`src/include/rv_core_settings.svh`:
```
// ****************************
// rv core settings
// widths, register count and reset address
// ****************************
`ifndef RV_CORE_SETTINGS_SVH
`define RV_CORE_SETTINGS_SVH

`define XLEN        32
`define REG_COUNT   32
`define REG_ADDR_W  5

// first fetch address
`define RESET_PC    32'h8000_0000

`endif

```
`src/source/rv_core_pkg.sv`:
```
// ****************************
// rv core package
// word types, enums and structs shared by the units
// ****************************
`include "rv_core_settings.svh"

package rv_core_pkg;

    typedef logic [`XLEN-1:0]       word_t;
    typedef logic [`REG_ADDR_W-1:0] reg_addr_t;

    typedef enum logic [3:0] {
        ALU_ADD, ALU_SUB, ALU_SLL, ALU_SLT, ALU_SLTU,
        ALU_XOR, ALU_SRL, ALU_SRA, ALU_OR, ALU_AND
    } alu_op_t;

    typedef enum logic [3:0] {
        ALU_REG, ALU_IMM, LUI, AUIPC, JAL, JALR,
        BRANCH, LOAD, STORE, EBREAK, ILLEGAL
    } inst_kind_t;

    typedef struct packed {
        inst_kind_t kind;
        alu_op_t    alu_op;
        logic [2:0] funct3;   // branch condition
        reg_addr_t  rd;
        reg_addr_t  rs1;
        reg_addr_t  rs2;
        word_t      imm;
    } decoded_t;

    typedef struct packed {
        logic      we;
        reg_addr_t rd;
        word_t     data;
    } reg_write_t;

    typedef struct packed {
        word_t addr;
        word_t wdata;
        logic  write;   // 0 = word load
    } dmem_req_t;

    typedef enum logic [1:0] {S_FETCH, S_EXECUTE, S_MEMORY, S_HALT} seq_state_t;

endpackage

```
`src/source/fetch_unit.sv`:
```
// ****************************
// fetch unit
// pc, instruction register, imem handshake
// ****************************
`timescale 1ns/100ps
`include "rv_core_settings.svh"

module fetch_unit import rv_core_pkg::*; (
    input  logic  clk,
    input  logic  reset,
    input  logic  fetch_en,
    input  logic  pc_update,
    input  word_t next_pc,
    output word_t pc,
    output word_t inst,
    output logic  fetch_done,
    output logic  imem_req,
    output word_t imem_addr,
    input  logic  imem_ack,
    input  word_t imem_rdata
);

    logic release_wait;  // ack seen, waiting for it to drop
    logic start;

    // no restart while the done pulse is still out
    assign start     = fetch_en && !imem_req && !release_wait && !fetch_done;
    assign imem_addr = pc;

    always_ff @(posedge clk or posedge reset) begin
        if (reset) begin
            pc <= `RESET_PC;
        end else if (pc_update) begin
            pc <= next_pc;
        end
    end

    always_ff @(posedge clk or posedge reset) begin
        if (reset) begin
            imem_req     <= 1'b0;
            release_wait <= 1'b0;
            fetch_done   <= 1'b0;
        end else begin
            fetch_done <= 1'b0;
            if (start) begin
                imem_req <= 1'b1;
            end else if (imem_req && imem_ack) begin
                imem_req     <= 1'b0;
                release_wait <= 1'b1;
            end else if (release_wait && !imem_ack) begin
                release_wait <= 1'b0;
                fetch_done   <= 1'b1;
            end
        end
    end

    always_ff @(posedge clk) begin
        if (imem_req && imem_ack) inst <= imem_rdata;  // data valid with ack
    end

endmodule

```
`src/source/decode_unit.sv`:
```
// ****************************
// decode unit
// instruction fields, class and immediate
// ****************************
`timescale 1ns/100ps

module decode_unit import rv_core_pkg::*; (
    input  word_t    inst,
    output decoded_t dec
);

    logic [6:0] opcode;
    logic [2:0] funct3;
    logic [6:0] funct7;
    logic       funct7_ok;  // all zero, or bit 5 alone
    word_t      imm_i, imm_s, imm_b, imm_u, imm_j;

    assign opcode    = inst[6:0];
    assign funct3    = inst[14:12];
    assign funct7    = inst[31:25];
    assign funct7_ok = (funct7 == 7'b0000000) || (funct7 == 7'b0100000);

    assign imm_i = {{20{inst[31]}}, inst[31:20]};
    assign imm_s = {{20{inst[31]}}, inst[31:25], inst[11:7]};
    assign imm_b = {{20{inst[31]}}, inst[7], inst[30:25], inst[11:8], 1'b0};
    assign imm_u = {inst[31:12], 12'b0};
    assign imm_j = {{12{inst[31]}}, inst[19:12], inst[20], inst[30:21], 1'b0};

    always_comb begin
        dec        = '0;
        dec.funct3 = funct3;
        dec.rd     = inst[11:7];
        dec.rs1    = inst[19:15];
        dec.rs2    = inst[24:20];
        dec.imm    = imm_i;
        dec.kind   = ILLEGAL;

        case (funct3)
            3'b000:  dec.alu_op = (opcode == 7'b0110011 && funct7[5]) ? ALU_SUB : ALU_ADD;
            3'b001:  dec.alu_op = ALU_SLL;
            3'b010:  dec.alu_op = ALU_SLT;
            3'b011:  dec.alu_op = ALU_SLTU;
            3'b100:  dec.alu_op = ALU_XOR;
            3'b101:  dec.alu_op = funct7[5] ? ALU_SRA : ALU_SRL;
            3'b110:  dec.alu_op = ALU_OR;
            default: dec.alu_op = ALU_AND;
        endcase

        case (opcode)
            7'b0110011: begin
                if (funct7 == 7'b0000000 ||
                    (funct7 == 7'b0100000 && (funct3 == 3'b000 || funct3 == 3'b101)))
                    dec.kind = ALU_REG;
            end
            7'b0010011: begin
                if (funct3 == 3'b001) begin
                    if (funct7 == 7'b0000000) dec.kind = ALU_IMM;
                end else if (funct3 == 3'b101) begin
                    if (funct7_ok) dec.kind = ALU_IMM;  // srli / srai
                end else begin
                    dec.kind = ALU_IMM;
                end
            end
            7'b0110111: begin
                dec.kind = LUI;
                dec.imm  = imm_u;
            end
            7'b0010111: begin
                dec.kind = AUIPC;
                dec.imm  = imm_u;
            end
            7'b1101111: begin
                dec.kind = JAL;
                dec.imm  = imm_j;
            end
            7'b1100111: if (funct3 == 3'b000) dec.kind = JALR;
            7'b1100011: begin
                if (funct3 != 3'b010 && funct3 != 3'b011) dec.kind = BRANCH;
                dec.imm = imm_b;
            end
            7'b0000011: if (funct3 == 3'b010) dec.kind = LOAD;  // lw only
            7'b0100011: begin
                if (funct3 == 3'b010) dec.kind = STORE;  // sw only
                dec.imm = imm_s;
            end
            7'b1110011: if (inst == 32'h0010_0073) dec.kind = EBREAK;
            default: dec.kind = ILLEGAL;
        endcase
    end

endmodule

```
`src/source/reg_file.sv`:
```
// ****************************
// register file
// two async reads, one write
// ****************************
`timescale 1ns/100ps
`include "rv_core_settings.svh"

module reg_file import rv_core_pkg::*; (
    input  logic       clk,
    input  logic       reset,
    input  reg_addr_t  rs1,
    input  reg_addr_t  rs2,
    input  reg_write_t reg_write,
    output word_t      rdata1,
    output word_t      rdata2
);

    word_t regs [`REG_COUNT];

    always_ff @(posedge clk or posedge reset) begin
        if (reset) begin
            for (int i = 0; i < `REG_COUNT; i++) begin
                regs[i] <= '0;
            end
        end else if (reg_write.we) begin
            regs[reg_write.rd] <= reg_write.data;
        end
    end

    // x0 always reads zero
    assign rdata1 = (rs1 == '0) ? '0 : regs[rs1];
    assign rdata2 = (rs2 == '0) ? '0 : regs[rs2];

endmodule

```
`src/source/execute_unit.sv`:
```
// ****************************
// execute unit
// alu, branch compare, next pc
// ****************************
`timescale 1ns/100ps

module execute_unit import rv_core_pkg::*; (
    input  decoded_t  dec,
    input  word_t     pc,
    input  word_t     rdata1,
    input  word_t     rdata2,
    output word_t     result,
    output word_t     next_pc,
    output dmem_req_t mem_cmd
);

    word_t   op_a, op_b, alu_out;
    word_t   pc_plus4, pc_target;
    alu_op_t op;
    logic    taken;

    assign pc_plus4  = pc + 32'd4;
    assign pc_target = pc + dec.imm;  // jal and branch

    // non-alu kinds only need an add
    assign op = (dec.kind == ALU_REG || dec.kind == ALU_IMM) ? dec.alu_op : ALU_ADD;

    always_comb begin
        op_a = rdata1;
        op_b = dec.imm;
        case (dec.kind)
            ALU_REG: op_b = rdata2;
            LUI:     op_a = '0;
            AUIPC:   op_a = pc;
            default: ;
        endcase
    end

    always_comb begin
        case (op)
            ALU_SUB:  alu_out = op_a - op_b;
            ALU_SLL:  alu_out = op_a << op_b[4:0];
            ALU_SLT:  alu_out = {31'b0, $signed(op_a) < $signed(op_b)};
            ALU_SLTU: alu_out = {31'b0, op_a < op_b};
            ALU_XOR:  alu_out = op_a ^ op_b;
            ALU_SRL:  alu_out = op_a >> op_b[4:0];
            ALU_SRA:  alu_out = word_t'($signed(op_a) >>> op_b[4:0]);
            ALU_OR:   alu_out = op_a | op_b;
            ALU_AND:  alu_out = op_a & op_b;
            default:  alu_out = op_a + op_b;
        endcase
    end

    always_comb begin
        case (dec.funct3)
            3'b000:  taken = (rdata1 == rdata2);
            3'b001:  taken = (rdata1 != rdata2);
            3'b100:  taken = $signed(rdata1) < $signed(rdata2);
            3'b101:  taken = $signed(rdata1) >= $signed(rdata2);
            3'b110:  taken = rdata1 < rdata2;
            default: taken = rdata1 >= rdata2;  // bgeu
        endcase
    end

    always_comb begin
        next_pc = pc_plus4;
        case (dec.kind)
            JAL:     next_pc = pc_target;
            JALR:    next_pc = {alu_out[31:1], 1'b0};
            BRANCH:  if (taken) next_pc = pc_target;
            default: ;
        endcase
    end

    assign result = (dec.kind == JAL || dec.kind == JALR) ? pc_plus4 : alu_out;

    assign mem_cmd.addr  = alu_out;  // rs1 + imm
    assign mem_cmd.wdata = rdata2;
    assign mem_cmd.write = (dec.kind == STORE);

endmodule

```
`src/source/load_store_unit.sv`:
```
// ****************************
// load/store unit
// dmem handshake for word access
// ****************************
`timescale 1ns/100ps

module load_store_unit import rv_core_pkg::*; (
    input  logic      clk,
    input  logic      reset,
    input  logic      mem_en,
    input  dmem_req_t mem_cmd,
    output logic      mem_done,
    output word_t     load_data,
    output logic      dmem_req,
    output dmem_req_t dmem_cmd,
    input  logic      dmem_ack,
    input  word_t     dmem_rdata
);

    logic release_wait;
    logic start;

    assign start = mem_en && !dmem_req && !release_wait && !mem_done;

    // command held stable for the whole transfer
    always_ff @(posedge clk) begin
        if (start) dmem_cmd <= mem_cmd;
    end

    always_ff @(posedge clk or posedge reset) begin
        if (reset) begin
            dmem_req     <= 1'b0;
            release_wait <= 1'b0;
            mem_done     <= 1'b0;
        end else begin
            mem_done <= 1'b0;
            if (start) begin
                dmem_req <= 1'b1;
            end else if (dmem_req && dmem_ack) begin
                dmem_req     <= 1'b0;
                release_wait <= 1'b1;
            end else if (release_wait && !dmem_ack) begin
                release_wait <= 1'b0;
                mem_done     <= 1'b1;  // ack low again
            end
        end
    end

    always_ff @(posedge clk) begin
        if (dmem_req && dmem_ack && !dmem_cmd.write) begin
            load_data <= dmem_rdata;
        end
    end

endmodule

```
`src/source/core_sequencer.sv`:
```
// ****************************
// core sequencer
// fetch/execute/memory FSM, retire, halt
// ****************************
`timescale 1ns/100ps

module core_sequencer import rv_core_pkg::*; (
    input  logic       clk,
    input  logic       reset,
    input  decoded_t   dec,
    input  word_t      result,
    input  word_t      load_data,
    input  logic       fetch_done,
    input  logic       mem_done,
    output logic       fetch_en,
    output logic       mem_en,
    output logic       pc_update,
    output reg_write_t reg_write,
    output logic       halted,
    output logic       error
);

    seq_state_t state;
    logic       is_mem, writes_rd;

    assign is_mem    = (dec.kind == LOAD) || (dec.kind == STORE);
    assign writes_rd = !(dec.kind inside {BRANCH, STORE, EBREAK, ILLEGAL});

    always_ff @(posedge clk or posedge reset) begin
        if (reset) begin
            state <= S_FETCH;
            error <= 1'b0;
        end else begin
            case (state)
                S_FETCH:   if (fetch_done) state <= S_EXECUTE;
                S_EXECUTE: begin
                    if (dec.kind == EBREAK || dec.kind == ILLEGAL) state <= S_HALT;
                    else if (is_mem) state <= S_MEMORY;
                    else state <= S_FETCH;
                    if (dec.kind == ILLEGAL) error <= 1'b1;
                end
                S_MEMORY:  if (mem_done) state <= S_FETCH;
                default:   state <= S_HALT;  // stays until reset
            endcase
        end
    end

    assign fetch_en = (state == S_FETCH);
    assign mem_en   = (state == S_MEMORY);
    assign halted   = (state == S_HALT);

    // retire on the edge leaving execute or memory
    assign pc_update = (state == S_EXECUTE && writes_rd && !is_mem) ||
                       (state == S_EXECUTE && dec.kind == BRANCH) ||
                       (state == S_MEMORY && mem_done);

    assign reg_write.we   = pc_update && writes_rd;
    assign reg_write.rd   = dec.rd;
    assign reg_write.data = (dec.kind == LOAD) ? load_data : result;

endmodule

```
`src/source/rv_core_top.sv`:
```
// ****************************
// rv core top
// multi-cycle RV32I core, units wired together
// ****************************
`timescale 1ns/100ps

module rv_core_top import rv_core_pkg::*; (
    input  logic      clk,
    input  logic      reset,
    output logic      imem_req,
    output word_t     imem_addr,
    input  logic      imem_ack,
    input  word_t     imem_rdata,
    output logic      dmem_req,
    output dmem_req_t dmem_cmd,
    input  logic      dmem_ack,
    input  word_t     dmem_rdata,
    output logic      halted,
    output logic      error
);

    word_t      pc, inst, next_pc, result, load_data, rdata1, rdata2;
    decoded_t   dec;
    dmem_req_t  mem_cmd;
    reg_write_t reg_write;
    logic       fetch_en, fetch_done, mem_en, mem_done, pc_update;

    fetch_unit u_fetch_unit (
        .clk(clk), .reset(reset), .fetch_en(fetch_en), .pc_update(pc_update),
        .next_pc(next_pc), .pc(pc), .inst(inst), .fetch_done(fetch_done),
        .imem_req(imem_req), .imem_addr(imem_addr), .imem_ack(imem_ack),
        .imem_rdata(imem_rdata)
    );

    decode_unit u_decode_unit (.inst(inst), .dec(dec));

    reg_file u_reg_file (
        .clk(clk), .reset(reset), .rs1(dec.rs1), .rs2(dec.rs2),
        .reg_write(reg_write), .rdata1(rdata1), .rdata2(rdata2)
    );

    execute_unit u_execute_unit (
        .dec(dec), .pc(pc), .rdata1(rdata1), .rdata2(rdata2),
        .result(result), .next_pc(next_pc), .mem_cmd(mem_cmd)
    );

    load_store_unit u_load_store_unit (
        .clk(clk), .reset(reset), .mem_en(mem_en), .mem_cmd(mem_cmd),
        .mem_done(mem_done), .load_data(load_data), .dmem_req(dmem_req),
        .dmem_cmd(dmem_cmd), .dmem_ack(dmem_ack), .dmem_rdata(dmem_rdata)
    );

    core_sequencer u_core_sequencer (
        .clk(clk), .reset(reset), .dec(dec), .result(result), .load_data(load_data),
        .fetch_done(fetch_done), .mem_done(mem_done), .fetch_en(fetch_en),
        .mem_en(mem_en), .pc_update(pc_update), .reg_write(reg_write),
        .halted(halted), .error(error)
    );

endmodule

```
`config.mk`:
```
export PLATFORM = sky130hd
export DESIGN_NAME = rv_core_top
export DESIGN_NICKNAME = d
export VERILOG_FILES = /design/src/source/rv_core_pkg.sv /design/src/source/fetch_unit.sv /design/src/source/decode_unit.sv /design/src/source/reg_file.sv /design/src/source/execute_unit.sv /design/src/source/load_store_unit.sv /design/src/source/core_sequencer.sv /design/src/source/rv_core_top.sv
export VERILOG_INCLUDE_DIRS = /design/src /design/src/include
export SDC_FILE = /design/constraint.sdc
export NUM_CORES = 2
export LEC_CHECK = 0
export BUFFER_PORTS_ARGS = -buffer_cell sky130_fd_sc_hd__buf_4
export CAP_MARGIN = 10
export CORE_ASPECT_RATIO = 1.25
export CORE_MARGIN = 4
export CORE_UTILIZATION = 44
export CTS_CLUSTER_SIZE = 24
export DETAILED_ROUTE_END_ITERATION = 8
export GPL_TIMING_DRIVEN = 0
export PLACE_DENSITY = 0.59
export RECOVER_POWER = 50
export SYNTH_ARGS = -nofsm -noshare
export SYNTH_HDL_FRONTEND = slang
export SYNTH_SLANG_ARGS = --single-unit
```
`constraint.sdc`:
```
create_clock -name clk -period 48.2 [get_ports clk]
set_clock_uncertainty 0.15 [all_clocks]
set_input_delay 7.23 -clock clk [delete_from_list [all_inputs] [get_ports clk]]
set_output_delay 7.23 -clock clk [all_outputs]
set_load 0.005 [all_outputs]
```
==> impl_summary.txt <==
----------------------------------------------------
[Routing]
  Drt wl/cell ... 49.4 um
  Detailed-router iteration count before antenna repair ... 7
  Routed wl met3 ... 60900 um
  Initial detailed-routing violation count ... 10.9k
  Via Count ... 71.5k
  Residual DRC count ... 0
  Met2 wire length ... 199000 um
  Top Metal Used ... met5
  Count of antenna-violating nets left after detailed routing ... 0
  Vias/cell ... 7.48
  Metal1 wirelength ... 144000 um
  Routed WL ... 472000 um

[Pwr]
  Peak VDD IR ... 0.0365 mV
  Power density over the cells ... 45.2 nW/um^2
  Power after layout ... 0.00377 W
  Static Leak ... 35.3 nW

[GRT]
  Largest net degree at the start of global routing ... 134
  Total routing resource utilization after global routing ... 53.5%
  Vias in the first global route ... 68.1k
  First-pass GRT wire length ... 623000 um
  Leftover overflow at the end of global routing ... 0
  Number of antenna violations at the first check in global routing ... 54

[Job]
  Number of max-cap violations ... 26

[Cells and area]
  Fraction of final layout cells with drive strength greater than 1 ... 22.4%
  Area growth from synthesis to layout ... 13.5%
  Finished layout cell area ... 83500 sq um
  Util after Layout ... 50.3%
  Final net count ... 7433

[Setup path]
  Data required time of the critical path ... 47.38 ns
  CP Launch Type ... primary input
  Cell breakdown of the critical path ... clkbuf_4, clkinvlp_2, clkbuf_1, clkbuf_1, clkbuf_1, clkbuf_1
  Setup crit end kind ... asynchronous set/reset pin
  Critical path's slowest cell ... clkbuf_1
  Peak per-stage delay on the critical path ... 4.84 ns
  Buffering stage count on the worst path with inverters included ... 6
  Most common cell on crit path ... clkbuf_1
  Critical path data arrival time ... 24.50 ns
  Maximum fanout along the worst path ... 120
  Critical Setup Path Class ... in -> async
  Cell family with most CP delay ... buffers and inverters

[STA]
  Finish-stage setup viols ... 0
  Post-route clock period utilization ... 52.5%
  Setup repair after global routing missed its margin ... no
  Final Hold Slack ... 0.337 ns
  Transition time at the pin with the least slew margin ... 6.79 ns
  Final Critical Period ... 25.33 ns
  Fmax achieved ... 0.0395 GHz
  Slew HR ... -353%
  Total count of hold-check failures in the final report ... 0
  Fin. max-slew vios ... 1055

[Yosys]
  Post-synthesis area per instance ... 10.8 sq um
  Synth Net Count ... 7036
  Post-synth top flop ... dfrtp_1
  Share of flip-flops with an asynchronous set or reset after synthesis ... 89.2%
  Total standard cell area after synthesis ... 73600 sq um
  Proportion of synthesized chip area in sequential cells ... 41.5%
  Total number of yosys warnings ... 0
  Number of synthesized register bits ... 1194
  Count of distinct cell types in the synthesized netlist ... 118
  Cell count after synthesis ... 6804
  Number of enable-type register cells in the synthesized netlist ... 129

[Place]
  Weighted congestion at the end of routability-driven global placement ... 1.13
  Number of input and output port buffers inserted ... 168
  Post-Place Cell Area ... 79100 sq um
  Estimated wirelength of the detail-placed design ... 358000 um

[Clocking]
  Total number of H-tree levels ... 4
  Register clock-pin slew on the reported worst setup and hold paths ... 0.06 ns
  CTS root buffer ... clkbuf_16
  Clock tree from TritonCTS ... done
  Worst-case clock buffer depth ... 3
  Cts repair resizes ... 0
  # clock sinks ... 1194
  Number of CTS-inserted buffers ... 131
  Number of buffers inserted to repair setup after CTS ... 0
  Clock latency reported for the late side of the worst-skew pair ... 0.88 ns
  Cts-stage hold buffer count ... 0

[Die]
  Num rows ... 167
  Die Y ... 465 um
  Starting density of the core ... 44.3%
  Top-Level Pins ... 169
  Die footprint ... 174000 sq um
  Area of the core region ... 166000 sq um
  Die width ... 374 um

[Status]
  Status ... finished, violations left
  Violated checks ... max-capacitance violations, max-slew violations

[Hold path]
  Min-Delay Path Class ... reg -> reg

----------------------------------------------------
cells in the mapped netlist (all sizes together) (25+ instances only):
cell type / instances / share of area [%]
dfrtp: 1064 / 36
mux4: 490 / 15
nand3: 102 / 0.70
o21ai: 652 / 4.5
o211ai: 55 / 0.59
a211oi: 84 / 0.87
xor2: 28 / 0.33
mux2: 403 / 6.2
a22oi: 78 / 0.81
a21oi: 397 / 2.9
a21o: 57 / 0.58
clkbuf: 404 / 2.1
a221oi: 44 / 0.56
and3: 28 / 0.24
and2: 26 / 0.22
nor2b: 27 / 0.23
nand2: 826 / 4.2
mux2i: 242 / 3.3
o22ai: 53 / 0.45
edfxtp: 129 / 5.3
nor4: 25 / 0.26
inv: 163 / 0.83
nor3: 74 / 0.52
buf: 193 / 1.7
a22o: 59 / 0.70
o31ai: 59 / 0.65
nor2: 395 / 2.0
a31oi: 35 / 0.32
o221ai: 57 / 0.69
nand2b: 37 / 0.31
o21a: 33 / 0.34
ha: 161 / 2.7
xnor2: 53 / 0.63
kinds of logic after synthesis:
group / synth area share, %
AND/OR/NAND/NOR: 9.61
XOR/XNOR: 0.964
flip-flops: 41.5
buffers and inverters: 4.63
adder cells (fa/ha/maj): 2.82
multiplexers: 24.5
AO/OA/AOI/OAI: 16.1
power breakdown:
part	total [W]	internal, W	switching (W)
clock	0.00110	0.000611	0.000490
combinational	0.00151	0.000373	0.00113
sequential	0.00117	0.00109	0.0000752
metal layers:
layer,up-vias,global-route usage [%]
met1,35600,54.6
met3,2702,24.2
met2,6836,77.5
met4,26,57.6
met5,-,2.73
li1,26323,-
state kept, by name, indices dropped and copies added, names as in the netlist:
name,count
u_core_sequencer.error,1
u_core_sequencer.state,2
u_fetch_unit.fetch_done,1
u_fetch_unit.imem_addr,32
u_fetch_unit.imem_req,1
u_fetch_unit.inst,32
u_fetch_unit.release_wait,1
u_load_store_unit.dmem_cmd,65
u_load_store_unit.dmem_req,1
u_load_store_unit.load_data,32
u_load_store_unit.mem_done,1
u_load_store_unit.release_wait,1
u_reg_file.regs,1024
layout make-up:
| class | instances | area, sq um |
|---|---|---|
| fill | 15276 | 82600 |
| clock inverter | 60 | 968 |
| sequential | 1194 | 30500 |
| clock buffer | 174 | 3590 |
| tap | 2197 | 2750 |
| antenna | 54 | 135 |
| buffer | 597 | 2840 |
| inverter | 170 | 643 |
| multi-input combinational | 4843 | 39800 |
| timing repair buffer | 264 | 2270 |
worst paths after layout:
path / start / end / slack (ns) / depth (start not counted)
min reg2reg: u_core_sequencer.error$_DFFE_PP0P_ / u_core_sequencer.error$_DFFE_PP0P_ / 0.34 / 1
min: u_core_sequencer.error$_DFFE_PP0P_ / u_core_sequencer.error$_DFFE_PP0P_ / 0.34 / 1
min in group asynchronous: reset / u_reg_file.regs[256]$_DFFE_PP0P_ / 6.86 / 2
max: reset / u_reg_file.regs[907]$_DFFE_PP0P_ / 22.88 / 6
max reg2reg: u_fetch_unit.inst[20]$_DFFE_PP_ / u_reg_file.regs[985]$_DFFE_PP0P_ / 30.89 / 26
max in group clk: u_fetch_unit.inst[20]$_DFFE_PP_ / u_reg_file.regs[985]$_DFFE_PP0P_ / 30.89 / 26
layout by cell type (no fill, tap or decap), types with 78 or more instances in the layout:
master     Yosys  layout
a211oi_1      82      81
a21oi_1      364     363
a22oi_1       77      78
buf_2         78      92
clkbuf_1     401     459
clkbuf_16      0     131
clkbuf_4       0     114
dfrtp_1     1064    1064
edfxtp_1     129     129
ha_1         161     161
inv_1        159     158
mux2_2       402     402
mux2i_1      240     240
mux4_2       490     490
nand2_1      826     826
nand3_1      101     102
nor2_1       394     384
o21ai_0      590     584
metrics by stage:
| stage | instances | setup slack, ns | setup TNS (ns) |
|---|---|---|---|
| final | 9553 | 22.88 | 0 |
| after global placement | 9169 | -1.29 | -1061.55 |
| after CTS | 9482 | 35.13 | 0 |
| after global routing | 9502 | 19.51 | 0 |
| after floorplan | 6804 | 10.84 | 0 |
| after detailed placement | 9248 | 35.17 | 0 |
(Power assumes the default switching activity.)
